--- src/m4_config.svh ---
`ifndef M4_CONFIG_SVH
`define M4_CONFIG_SVH

// instruction word width
`define M4_INS_W 16

// microcode entry address width
`define M4_UA_W 7

// prefetch queue entries
`define M4_QDEPTH 2

// entry of the halt microprogram
`define M4_UA_HALT 7'h00

// entry taken by any opcode the decoder does not list
`define M4_UA_UNDEF 7'h01

`endif

--- src/m4Pkg.sv ---
package m4Pkg;

   // control states of the microprogram sequencer
   typedef enum logic [2:0] {
      SEQ_IDLE   = 3'd0,  // waiting on the prefetch queue
      SEQ_DECODE = 3'd1,  // entry latched, length lookup
      SEQ_EXEC   = 3'd2,  // stepping microcycles
      SEQ_TRAP   = 3'd3,  // one-cycle undefined opcode service
      SEQ_HALT   = 3'd4   // parked until cont
   } seqState_t;

   // how a microprogram leaves its last microcycle
   typedef enum logic [1:0] {
      EXIT_NEXT = 2'd0,   // normal completion, fetch next
      EXIT_HALT = 2'd1,   // stop until continued
      EXIT_TRAP = 2'd2    // undefined opcode service
   } exitKind_t;

endpackage

--- src/plmDec.sv ---
`timescale 1ns/10ps
`include "m4_config.svh"

module plmDec (
   input  logic [`M4_INS_W-1:0] ins,  // instruction word
   output logic                 bf,   // byte operation
   output logic [`M4_UA_W-1:0]  ad    // microcode entry
);

   logic srcRegMode;  // source mode 0
   logic dstRegMode;  // destination mode 0
   logic bothReg;     // Rs,Rd form of double operand

   assign srcRegMode = (ins[11:9] == 3'b000);
   assign dstRegMode = (ins[5:3] == 3'b000);
   assign bothReg    = srcRegMode & dstRegMode;

   always_comb begin
      casez (ins)
         16'o105???,                                      // clrb..tstb
         16'o1060??, 16'o1061??, 16'o1062??, 16'o1063??,  // byte shifts
         16'o1064??, 16'o1067??,                          // mtps mfps
         16'o11????, 16'o12????, 16'o13????,              // movb cmpb bitb
         16'o14????, 16'o15????: bf = 1'b1;               // bicb bisb
         default:                bf = 1'b0;
      endcase
   end

   always_comb begin
      casez (ins)
         16'o000000: ad = `M4_UA_HALT;                   // halt
         16'o000001: ad = 7'h03;                         // wait
         16'o000002,
         16'o000006: ad = 7'h02;                         // rti/rtt
         16'o000003: ad = 7'h04;                         // bpt
         16'o000004: ad = 7'h07;                         // iot
         16'o000005: ad = 7'h06;                         // reset
         16'o0001??: ad = 7'h0E;                         // jmp
         16'o00020?: ad = 7'h36;                         // rts
         16'o00024?,
         16'o00025?: ad = 7'h40;                         // clear cc bits
         16'o00026?,
         16'o00027?: ad = 7'h43;                         // set cc bits
         16'o0003??: ad = dstRegMode ? 7'h44 : 7'h41;    // swab
         16'o0004??, 16'o0005??, 16'o0006??, 16'o0007??,
         16'o001???, 16'o002???, 16'o003???,
         16'o100???, 16'o101???, 16'o102???,
         16'o103???: ad = 7'h1F;                         // all branches
         16'o004???: ad = 7'h37;                         // jsr

         // single operand word group, Rd form has its own entry
         16'o0050??: ad = dstRegMode ? 7'h22 : 7'h12;    // clr
         16'o0051??: ad = dstRegMode ? 7'h24 : 7'h14;    // com
         16'o0052??: ad = dstRegMode ? 7'h26 : 7'h16;    // inc
         16'o0053??: ad = dstRegMode ? 7'h28 : 7'h18;    // dec
         16'o0054??: ad = dstRegMode ? 7'h2A : 7'h1A;    // neg
         16'o0055??: ad = dstRegMode ? 7'h4D : 7'h0D;    // adc
         16'o0056??: ad = dstRegMode ? 7'h4A : 7'h53;    // sbc
         16'o0057??: ad = dstRegMode ? 7'h6C : 7'h2C;    // tst
         16'o0060??: ad = dstRegMode ? 7'h55 : 7'h15;    // ror
         16'o0061??: ad = dstRegMode ? 7'h56 : 7'h17;    // rol
         16'o0062??: ad = dstRegMode ? 7'h5B : 7'h1B;    // asr
         16'o0063??: ad = dstRegMode ? 7'h5C : 7'h1D;    // asl
         16'o0064??: ad = 7'h09;                         // mark
         16'o0067??: ad = 7'h08;                         // sxt

         // double operand group
         16'o01????: ad = bothReg ? 7'h30 : 7'h31;       // mov
         16'o02????: ad = bothReg ? 7'h3A : 7'h13;       // cmp
         16'o03????: ad = bothReg ? 7'h3C : 7'h1C;       // bit
         16'o04????: ad = bothReg ? 7'h3E : 7'h1E;       // bic
         16'o05????: ad = bothReg ? 7'h20 : 7'h10;       // bis
         16'o06????: begin                               // add
            if (!srcRegMode)
               ad = 7'h35;                               // memory source
            else if (!dstRegMode)
               ad = 7'h34;                               // Rs to memory
            else
               ad = 7'h74;                               // Rs to Rd
         end
         16'o11????: ad = bothReg ? 7'h32 : 7'h33;       // movb
         16'o12????: ad = 7'h3D;                         // cmpb
         16'o13????: ad = 7'h3F;                         // bitb
         16'o14????: ad = 7'h21;                         // bicb
         16'o15????: ad = 7'h23;                         // bisb
         16'o16????: ad = bothReg ? 7'h3B : 7'h19;       // sub

         // eis, fis and sob
         16'o070???: ad = 7'h47;                         // mul
         16'o071???: ad = 7'h48;                         // div
         16'o072???: ad = 7'h42;                         // ash
         16'o073???: ad = 7'h45;                         // ashc
         16'o074???: ad = 7'h0B;                         // xor
         16'o07500?, 16'o07501?,
         16'o07502?, 16'o07503?: ad = 7'h0F;             // fadd..fdiv
         16'o077???: ad = 7'h0A;                         // sob

         // software traps
         16'o1040??, 16'o1041??,
         16'o1042??, 16'o1043??: ad = 7'h39;             // emt
         16'o1044??, 16'o1045??,
         16'o1046??, 16'o1047??: ad = 7'h38;             // trap

         // single operand byte group, no Rd alternates here
         16'o1050??: ad = 7'h25;                         // clrb
         16'o1051??: ad = 7'h27;                         // comb
         16'o1052??: ad = 7'h29;                         // incb
         16'o1053??: ad = 7'h2B;                         // decb
         16'o1054??: ad = 7'h2D;                         // negb
         16'o1055??: ad = 7'h51;                         // adcb
         16'o1056??: ad = 7'h52;                         // sbcb
         16'o1057??: ad = 7'h2F;                         // tstb
         16'o1060??: ad = 7'h54;                         // rorb
         16'o1061??: ad = 7'h59;                         // rolb
         16'o1062??: ad = 7'h5A;                         // asrb
         16'o1063??: ad = 7'h5F;                         // aslb
         16'o1064??: ad = 7'h2E;                         // mtps
         16'o1067??: ad = 7'h0C;                         // mfps
         default:    ad = `M4_UA_UNDEF;                  // reserved opcode
      endcase
   end

endmodule

--- src/insQueue.sv ---
`timescale 1ns/10ps
`include "m4_config.svh"

module insQueue (
   input  logic                 clk,
   input  logic                 rstN,
   input  logic                 insStrobe,  // bus side word strobe
   input  logic [`M4_INS_W-1:0] insWord,
   input  logic                 pop,        // from sequencer
   output logic [`M4_INS_W-1:0] qWord,      // head of queue
   output logic                 qEmpty,
   output logic                 insFull
);

   localparam int ptrW = (`M4_QDEPTH > 1) ? $clog2(`M4_QDEPTH) : 1;
   localparam int cntW = $clog2(`M4_QDEPTH + 1);

   logic [`M4_INS_W-1:0] mem [`M4_QDEPTH];  // word storage
   logic [ptrW-1:0]      rdPtr;
   logic [ptrW-1:0]      wrPtr;
   logic [cntW-1:0]      count;             // words held
   logic                 doPush;
   logic                 doPop;

   assign doPush  = insStrobe & ~insFull;   // strobe while full is lost
   assign doPop   = pop & ~qEmpty;
   assign qEmpty  = (count == '0);
   assign insFull = (count == cntW'(`M4_QDEPTH));
   assign qWord   = mem[rdPtr];

   always_ff @(posedge clk or negedge rstN) begin
      if (!rstN) begin
         rdPtr <= '0;
         wrPtr <= '0;
         count <= '0;
      end else begin
         if (doPush)
            wrPtr <= (wrPtr == ptrW'(`M4_QDEPTH - 1)) ? '0 : wrPtr + 1'b1;
         if (doPop)
            rdPtr <= (rdPtr == ptrW'(`M4_QDEPTH - 1)) ? '0 : rdPtr + 1'b1;
         case ({doPush, doPop})
            2'b10:   count <= count + 1'b1;
            2'b01:   count <= count - 1'b1;
            default: count <= count;  // both or neither
         endcase
      end
   end

   always_ff @(posedge clk) begin
      if (doPush)
         mem[wrPtr] <= insWord;
   end

   // sequencer must only pop a non-empty queue
   popNotEmpty: assert property (@(posedge clk) disable iff (!rstN)
      pop |-> !qEmpty)
      else $error("insQueue pop while empty");

   // bus side has to hold off once insFull is up
   pushNotFull: assert property (@(posedge clk) disable iff (!rstN)
      insStrobe |-> !insFull)
      else $error("insQueue strobe dropped while full");

endmodule

--- src/mcRom.sv ---
`timescale 1ns/10ps
`include "m4_config.svh"

module mcRom (
   input  logic [`M4_UA_W-1:0] uAddr,     // microcode entry
   output logic [1:0]          stepLen,   // microcycles minus one
   output m4Pkg::exitKind_t    exitKind
);

   import m4Pkg::*;

   localparam logic [1:0] len1 = 2'd0;
   localparam logic [1:0] len2 = 2'd1;
   localparam logic [1:0] len3 = 2'd2;
   localparam logic [1:0] len4 = 2'd3;

   always_comb begin
      case (uAddr)
         `M4_UA_HALT: begin
            stepLen  = len1;
            exitKind = EXIT_HALT;    // park after halt
         end
         `M4_UA_UNDEF: begin
            stepLen  = len1;
            exitKind = EXIT_TRAP;    // reserved opcode service
         end
         7'h30, 7'h32,               // mov/movb Rs,Rd
         7'h3A, 7'h3B, 7'h3C,        // cmp sub bit Rs,Rd
         7'h3E, 7'h20,               // bic bis Rs,Rd
         7'h74: begin                // add Rs,Rd
            stepLen  = len1;
            exitKind = EXIT_NEXT;
         end
         7'h31, 7'h33,               // mov/movb memory
         7'h13, 7'h1C, 7'h1E,        // cmp bit bic memory
         7'h10, 7'h35,               // bis add memory
         7'h19: begin                // sub memory
            stepLen  = len4;
            exitKind = EXIT_NEXT;
         end
         7'h1F: begin                // branch
            stepLen  = len2;
            exitKind = EXIT_NEXT;
         end
         default: begin              // everything else
            stepLen  = len3;
            exitKind = EXIT_NEXT;
         end
      endcase
   end

endmodule

--- src/mcSequencer.sv ---
`timescale 1ns/10ps
`include "m4_config.svh"

module mcSequencer (
   input  logic                clk,
   input  logic                rstN,
   input  logic                qEmpty,
   output logic                pop,       // take head of queue
   input  logic [`M4_UA_W-1:0] ad,        // decoded entry
   input  logic                bf,        // decoded byte flag
   input  logic [1:0]          stepLen,   // from rom
   input  m4Pkg::exitKind_t    exitKind,  // from rom
   input  logic                cont,      // release halt
   output logic [`M4_UA_W-1:0] uAddr,
   output logic                byteOp,
   output logic                busy,
   output logic                insDone,
   output logic [`M4_UA_W-1:0] doneAddr,
   output logic                trap,
   output logic                halted
);

   import m4Pkg::*;

   seqState_t  state;
   seqState_t  stateNext;
   logic [1:0] stepCnt;   // microcycles left after this one
   logic       byteReg;   // latched byte flag
   logic       lastStep;  // final microcycle of exec
   logic       finish;    // exec ends without trap

   assign pop      = (state == SEQ_IDLE) & ~qEmpty;
   assign busy     = (state == SEQ_DECODE) | (state == SEQ_EXEC);
   assign byteOp   = busy & byteReg;
   assign trap     = (state == SEQ_TRAP);   // one cycle there
   assign halted   = (state == SEQ_HALT);
   assign lastStep = (state == SEQ_EXEC) & (stepCnt == 2'd0);
   assign finish   = lastStep & (exitKind != EXIT_TRAP);

   always_comb begin
      stateNext = state;
      case (state)
         SEQ_IDLE:   if (!qEmpty) stateNext = SEQ_DECODE;
         SEQ_DECODE: stateNext = SEQ_EXEC;
         SEQ_EXEC: begin
            if (lastStep) begin
               case (exitKind)
                  EXIT_HALT: stateNext = SEQ_HALT;
                  EXIT_TRAP: stateNext = SEQ_TRAP;
                  default:   stateNext = SEQ_IDLE;
               endcase
            end
         end
         SEQ_TRAP:   stateNext = SEQ_IDLE;
         SEQ_HALT:   if (cont) stateNext = SEQ_IDLE;
         default:    stateNext = SEQ_IDLE;
      endcase
   end

   always_ff @(posedge clk or negedge rstN) begin
      if (!rstN) begin
         state   <= SEQ_IDLE;
         stepCnt <= 2'd0;
         insDone <= 1'b0;
      end else begin
         state   <= stateNext;
         insDone <= finish;                 // lands with the idle cycle
         if (state == SEQ_DECODE)
            stepCnt <= stepLen;             // rom sees the latched entry
         else if ((state == SEQ_EXEC) && !lastStep)
            stepCnt <= stepCnt - 1'b1;
      end
   end

   // entry and byte flag are captured on the pop edge
   always_ff @(posedge clk) begin
      if (pop) begin
         uAddr   <= ad;
         byteReg <= bf;
      end
      if (finish)
         doneAddr <= uAddr;
   end

   // each microprogram ends in exactly one of done or trap
   doneXorTrap: assert property (@(posedge clk) disable iff (!rstN)
      lastStep |=> (insDone ^ trap))
      else $error("mcSequencer exit without single done or trap");

   // while halted nothing runs and the queue is left alone
   haltParks: assert property (@(posedge clk) disable iff (!rstN)
      (halted && !cont) |=> (halted && !busy && !pop))
      else $error("mcSequencer left halt without cont");

endmodule

--- src/m4Decode.sv ---
`timescale 1ns/10ps
`include "m4_config.svh"

module m4Decode (
   input  logic                 clk,
   input  logic                 rstN,
   input  logic                 insStrobe,
   input  logic [`M4_INS_W-1:0] insWord,
   input  logic                 cont,
   output logic                 insFull,
   output logic [`M4_UA_W-1:0]  uAddr,
   output logic                 byteOp,
   output logic                 busy,
   output logic                 insDone,
   output logic [`M4_UA_W-1:0]  doneAddr,
   output logic                 trap,
   output logic                 halted
);

   import m4Pkg::*;

   logic [`M4_INS_W-1:0] qWord;     // head word into the plm
   logic                 qEmpty;
   logic                 pop;
   logic                 bf;
   logic [`M4_UA_W-1:0]  ad;
   logic [1:0]           stepLen;   // microcycles minus one
   exitKind_t            exitKind;

   insQueue uQueue (
      .clk       (clk),
      .rstN      (rstN),
      .insStrobe (insStrobe),
      .insWord   (insWord),
      .pop       (pop),
      .qWord     (qWord),
      .qEmpty    (qEmpty),
      .insFull   (insFull)
   );

   plmDec uPlm (
      .ins (qWord),  // decoded straight off the queue head
      .bf  (bf),
      .ad  (ad)
   );

   mcRom uRom (
      .uAddr    (uAddr),
      .stepLen  (stepLen),
      .exitKind (exitKind)
   );

   mcSequencer uSeq (
      .clk      (clk),
      .rstN     (rstN),
      .qEmpty   (qEmpty),
      .pop      (pop),
      .ad       (ad),
      .bf       (bf),
      .stepLen  (stepLen),
      .exitKind (exitKind),
      .cont     (cont),
      .uAddr    (uAddr),
      .byteOp   (byteOp),
      .busy     (busy),
      .insDone  (insDone),
      .doneAddr (doneAddr),
      .trap     (trap),
      .halted   (halted)
   );

endmodule

--- config.mk ---
export PLATFORM = sky130hd
export DESIGN_NAME = m4Decode
export DESIGN_NICKNAME = d
export VERILOG_FILES = /design/src/m4Pkg.sv /design/src/plmDec.sv /design/src/insQueue.sv /design/src/mcRom.sv /design/src/mcSequencer.sv /design/src/m4Decode.sv
export VERILOG_INCLUDE_DIRS = /design/src
export SDC_FILE = /design/constraint.sdc
export NUM_CORES = 1
export LEC_CHECK = 0
export ABC_CLOCK_PERIOD_IN_PS = 2650
export BUFFER_PORTS_ARGS = -buffer_cell sky130_fd_sc_hd__buf_2
export CAP_MARGIN = 20
export CORE_AREA = 4 4 104 106
export DETAILED_ROUTE_END_ITERATION = 10
export DIE_AREA = 0 0 108 110
export PLACE_DENSITY_LB_ADDON = 0.3
export SETUP_SLACK_MARGIN = 0.4
export SLEW_MARGIN = 15
export SYNTH_ARGS = -nofsm -noshare
export SYNTH_HDL_FRONTEND = slang
export SYNTH_SLANG_ARGS = --single-unit
--- constraint.sdc ---
create_clock -name clk -period 2.65 [get_ports clk]
set_clock_uncertainty 0.15 [all_clocks]
set_input_delay 0.265 -clock clk [delete_from_list [all_inputs] [get_ports clk]]
set_output_delay 0.265 -clock clk [all_outputs]
set_load 0.01 [all_outputs]
; ---- After elaboration in Yosys (flattened, before gate mapping)
; Memory sizes are Yosys's and may differ from the RTL's.
; Cells that the tools add are included.
[word_totals]
ff_bits = 25
ram_bits = 32
input_bits = 20
out_inout_bits = 20
word_cells = 200
n_memories = 1
[mem_list]
columns = memory, words, word_bits, rd, rd_ports_with_merged_regs, write_ports, line
row1 = uQueue.mem, 2, 16, 1, 0, 1, insQueue.sv:18  ; logic [`M4_INS_W-1:0] mem [`M4_QDEPTH];
[op_classes]
n_addsub = 5
eq_ne = 115
muxes = 38
bitwise_logic = 10
reduce_logical = 22
[ops]
columns = op, n
row1 = $pmux W7 S62, 1
row2 = $eq A10 B10 Y1 const B, 22
row3 = $eq A10 B6 Y1 const B, 14
row4 = $eq A7 B6 Y1 const B, 16
row5 = $eq A13 B5 Y1 const B, 5
row6 = $mux W6, 10
row7 = $mux W7, 8
row8 = $eq A13 B12 Y1 const B, 4
row9 = $eq A16 B3 Y1 const B, 3
row10 = $eq A7 B5 Y1 const B, 6
row11 = $eq A7 B7 Y1 const B, 6
row12 = $eq A10 B3 Y1 const B, 4
row13 = $eq A16 B2 Y1 const B, 2
row14 = $eq A4 B4 Y1 const B, 6
row15 = $eq A16 B1 Y1 const B, 1
row16 = $logic_not A16 Y1, 1
row17 = $eq A7 B1 Y1 const B, 2
row18 = $eq A7 B2 Y1 const B, 2
row19 = $eq A4 B3 Y1 const B, 3
row20 = $mux W3, 4
row21 = $pmux W3 S4, 1
row22 = $reduce_or A12 Y1, 1
row23 = $reduce_or A4 Y1, 3
row24 = $reduce_or A11 Y1, 1
row25 = 34 further kinds, 64

; ---- Logic depth before layout (Yosys ltp)
[logic_depth]
word_depth = 6
mapped_depth = 11
depth_no_buf = 7

; ---- Hierarchy
; A second synthesis with hierarchy kept.
[hier_totals]
hier_cells = 390
hier_area_um2 = 3811.2
[by_module_without_submodules]
columns = module, instances, cells_per_inst, area_per_inst_um2, seq_area_each_um2
row1 = insQueue, 1, 68, 1402.6, 1061.0
row2 = plmDec, 1, 237, 1375.1, 0.0
row3 = mcSequencer, 1, 58, 858.3, 600.6
row4 = mcRom, 1, 27, 175.2, 0.0

; ---- Least setup slack after synthesis
; Ideal clock, no wire load.
[synth_timing]
kind = reg2reg
startpoint = register uQueue.rdPtr
endpoint = register uSeq.uAddr[4] (data pin)
setup_ps = 268
arrival_time_ps = 2114
t_required_ps = 2232
slack_ps = 118
path_stages_with_launch = 10
path_buffers = 2
period_less_slack_ps = 2532
cell_sequence = dfrtp_1 -> buf_6 -> buf_6 -> or3_1 -> nand2_4 -> a2bb2oi_2 -> o22ai_2 -> a211o_1 -> a2111oi_2 -> nand4_1
[synth_via]
elab_chain_len = 5
elab_cells_between_ends = 104
cone_classes = 83 x eq/ne / 9 x mux / 1 x bitwise / 10 x reduce/logical / 1 x memory
[synth_lines]
columns = element, line
row1 = start: declaration, insQueue.sv:19  ; logic [ptrW-1:0] rdPtr;
row2 = start signal: assignment, insQueue.sv:40  ; rdPtr <= (rdPtr == ptrW'(`M4_QDEPTH - 1)) ? '0 : rdPtr + 1'b1;
row3 = $mem_v2 Z2 W16 *, -
row4 = "parallel branches: the longest is 3 deep, another holds $reduce_or A11 Y1", -
row5 = $pmux W7 S62 *, plmDec.sv:30  ; casez (ins)
row6 = net ad[4], m4Decode.sv:26  ; logic [`M4_UA_W-1:0] ad;
row7 = end signal: assignment, mcSequencer.sv:78  ; uAddr <= ad;
row8 = end: declaration, mcSequencer.sv:14  ; output logic [`M4_UA_W-1:0] uAddr,
; Mark *: on every way through the listed nets, which the timed path passes.
; A chain may end at the register's enable or synchronous reset.

; ---- Worst setup path in the final report
[layout_timing]
startpoint = register uQueue.rdPtr
endpoint = register uSeq.uAddr[0] (data pin)
[layout_via]
elab_chain_len = 5
elab_cells_between_ends = 104
cone_classes = 83 x eq/ne / 9 x mux / 1 x bitwise / 10 x reduce/logical / 1 x memory
[layout_lines]
columns = element, line
row1 = $mem_v2 Z2 W16 *, -
row2 = "parallel branches: the longest is 3 deep, another holds $reduce_or A11 Y1", -
row3 = $pmux W7 S62 *, plmDec.sv:30
row4 = net ad[0], m4Decode.sv:26
; Marked as above.

==> impl_metrics.env <==
export IMPL_switchingPower_w=0.00263
export IMPL_insertion_delay_ns=0.36
export IMPL_min_from="cont"
export IMPL_pwr_share_clk_pct=13.3
export IMPL_clockBufferDepth=2
export IMPL_worstPathArrival_ns=2.59
export IMPL_rsz0062_at_grt="true"
export IMPL_io_buffers=39
export IMPL_grt_total_usage_pct=23.7
export IMPL_hp_class="in2reg"
export IMPL_core_area_um2=9770
export IMPL_num_vias=4159
export IMPL_antenna_found_initial=0
export IMPL_power_frac_seq_pct=25.9
export IMPL_synth_xor_area_share_pct=2.24
export IMPL_cts_tree="done"
export IMPL_peakVddDrop_uv=642
export IMPL_initial_utilization_pct=40.0
export IMPL_relSlewSlack_pct=65.7
export IMPL_start_kind="register"
export IMPL_finalCriticalPeriod_ns=2.65
export IMPL_hpwl_um=10300
export IMPL_num_antenna_cells=0
export IMPL_synth_edf_count=47
export IMPL_critPathRequiredTime_ns=2.59
export IMPL_end_kind="register"
export IMPL_synth_cell_types=82
export IMPL_cts_made_buffers=9
export IMPL_synthFlopType="edfxtp_1"
export IMPL_status="finished, violations left"
export IMPL_maxSlewViolCount=0
export IMPL_finalSetupViolations=1
export IMPL_period_share_pct=100
export IMPL_worstMarginPinSlew_ns=0.511
export IMPL_fillers=800
export IMPL_register_area_um2=1660
export IMPL_grt_first_pass_wirelength_um=21300
export IMPL_multi_input_area_um2=2560
export IMPL_seq_area_frac_synth_pct=42.5
export IMPL_htree_levels=3
export IMPL_syn_avg_cell_area_um2=9.91
export IMPL_crit_type="reg2reg"
export IMPL_leakage_nw=2.50
export IMPL_ant_nets=0
export IMPL_fin_cells=705
export IMPL_muxShareOfSynthArea_pct=4.22
export IMPL_async_reset_ff_share_pct=17.5
export IMPL_path_common_cell="buf_12"
export IMPL_nets=589
export IMPL_cts_root_buffer="clkbuf_8"
export IMPL_hold_viol=0
export IMPL_drive_gt1_share_pct=46.5
export IMPL_wl_um=14000
export IMPL_yosys_area_share_simple_pct=24.9
export IMPL_hold_ws_ns=0.0287
export IMPL_combinationalPowerShare_pct=60.8
export IMPL_wire_per_inst_um=19.9
export IMPL_violations="setup timing"
export IMPL_grt_pass1_vias=4003
export IMPL_cpLargestDelayFamily="compound AO/OA/AOI/OAI gates"
export IMPL_syn_inst=395
export IMPL_crit_slowest_cell="dfrtp_2"
export IMPL_die_area_um2=11900
export IMPL_rows=36
export IMPL_path_max_fanout=14
export IMPL_drt_vias_per_instance=5.90
export IMPL_synth_fa_ha_area_share_pct=0.639
export IMPL_gp_congestion=0.999
export IMPL_fmax_mhz=377
export IMPL_synthTopCellsByArea="edfxtp_1 (36%), dfrtp_1 (6.4%), mux2i_1 (3.1%)"
export IMPL_critical_path_max_stage_delay_ns=0.43
export IMPL_synth_area_leader_cell="edfxtp_1"
export IMPL_clock_sinks=57
export IMPL_critPathBufInv=4
export IMPL_synth_fp_nets=417
export IMPL_switching_share_pct=41.9
export IMPL_synth_most_common_cell="edfxtp_1"
export IMPL_drt_iter0_markers=342
export IMPL_synth_top_cell_area_share_pct=36.1
export IMPL_globalRouteOverflowTotal=0
export IMPL_p_int_w=0.00364
export IMPL_syn_area_um2=3910
export IMPL_synth_common_cells="edfxtp_1 (47), nand2_1 (29), nor2_1 (27), inv_1 (16), a21oi_1 (15)"
export IMPL_grt_max_degree=30
export IMPL_p_per_area_nw_per_um2=1030
export IMPL_synth_top_family_by_area="simple AND/OR/NAND/NOR gates"
export IMPL_clk_pin_slew_ns=0.08
export IMPL_synth_warnings=0
export IMPL_cap_violations=0
export IMPL_drc_errors=0
export IMPL_place_ws_ns=-0.112
export IMPL_crit_start="uQueue.rdPtr"
export IMPL_die_h_um=110
export IMPL_rr_startpoint="uQueue.rdPtr"
export IMPL_ys_seq_elements=57
export IMPL_placed_cells=651
export IMPL_ioPinCount=40
export IMPL_drt_pass1_iterations=5
export IMPL_fin_ws_ns=-0.00140
export IMPL_synth_compound_area_share_pct=21.5
export IMPL_syn_to_final_growth_pct=54.8
export IMPL_path_cells="buf_12, buf_6, nor2b_1, a22oi_1, buf_4, buf_12, o22ai_2, a211o_1, nor3_1, o211ai_1"
export IMPL_die_w_um=108
[what timing repair did]
action / 4_1_cts / 5_1_grt
setup endpoints to repair: 8 / 8
resized for setup: 46 / 53
hold endpoints to repair: 42 / 0
buffers inserted: 7 / 12
gates cloned: 0 / 2
hold buffers: 17 / 0
pin swaps: 10 / 19
[through the flow]
step	cell area (µm²)	setup TNS, ns	utilization (%)	total power [W]
final	6060	-0.00140	62.0	0.00627
after global routing	6060	-0.0942	62.0	0.00660
after CTS	5660	0	57.9	0.00582
after detailed placement	5030	-0.195	51.5	0.00470
after global placement	5030	-0.113	51.5	0.00465
after floorplan	4010	0	-	0.00342
[layout make-up]
type	instances	area share, %
flip-flops and latches	57	27.4
repair buffers	179	23.4
clock buffers	11	2.33
well taps	133	2.75
clock inverters	5	0.909
multi-input cells	304	42.2
inverters	16	0.991
[power by group through the flow]
stage                     Sequential [W]  Clock (W)  Combinational, W
after floorplan                  0.00155          0           0.00187
after global placement           0.00162          0           0.00303
after detailed placement         0.00164          0           0.00306
after CTS                        0.00161   0.000849           0.00336
after global routing             0.00166   0.000899           0.00405
final                            0.00162   0.000834           0.00381
[cell usage in the layout, fill, tap and decap left out, types with 6 or more instances in the layout]
master and instances:
buf_2 39, o21ai_0 7, and3_1 7, nand2b_1 10, inv_1 16, buf_4 105, mux2i_1 7, dlygate4sd3_1 17
nand4_1 6, buf_6 13, nor3_1 10, dfrtp_1 9, nand2_1 22, nor2_1 21, a21oi_1 11, or3b_4 6
edfxtp_1 47, nand3_1 10, xnor2_1 7, nor3b_1 6, clkbuf_8 10
[metal layers]
metal	global-route usage (%)	share of wire, %	vias up
met5	0	0	-
met4	12.0	4.2	0
met3	5.30	7.7	42
met2	39.0	48	222
met1	29.4	40	1997
li1	-	-	1898
[worst min-delay path: cells and delay by family]
kind,cells,cell delay (ns)
AND/OR/NAND/NOR,1,0.07
AO/OA/AOI/OAI,1,0.06
buffers and inverters,2,0.10
[kinds of logic (layout without fill, tap and decap cells)]
group / after synthesis / in the layout
muxes: 16 / 16
AOI/OAI and AO/OA: 107 / 107
and+or+nand+nor: 169 / 169
buffers and inverters: 34 / 211
adders and majority gates: 2 / 2
DFF: 57 / 57
xor gates and xnor gates: 10 / 10
[worst paths after layout]
kind,endpoint,slack [ns],cells past startpoint
max,uSeq.uAddr[0],-0.001,10
min in group asynchronous,uSeq.stepCnt[1],0.18,2
max in group asynchronous,uQueue.rdPtr,1.90,2
min,uSeq.state[2],0.03,4
min reg2reg,uQueue.wrPtr,0.35,1
max reg2reg,uSeq.uAddr[0],-0.001,10
[sequential cells by signal, summed over array words and instances, names as in the netlist, 2 cells and up]
signal         flops
uQueue.count       2
uSeq.uAddr         7
uQueue.mem        32
uSeq.state         3
uSeq.doneAddr      7
uSeq.stepCnt       2
Power figures use the tool's default switching activity.
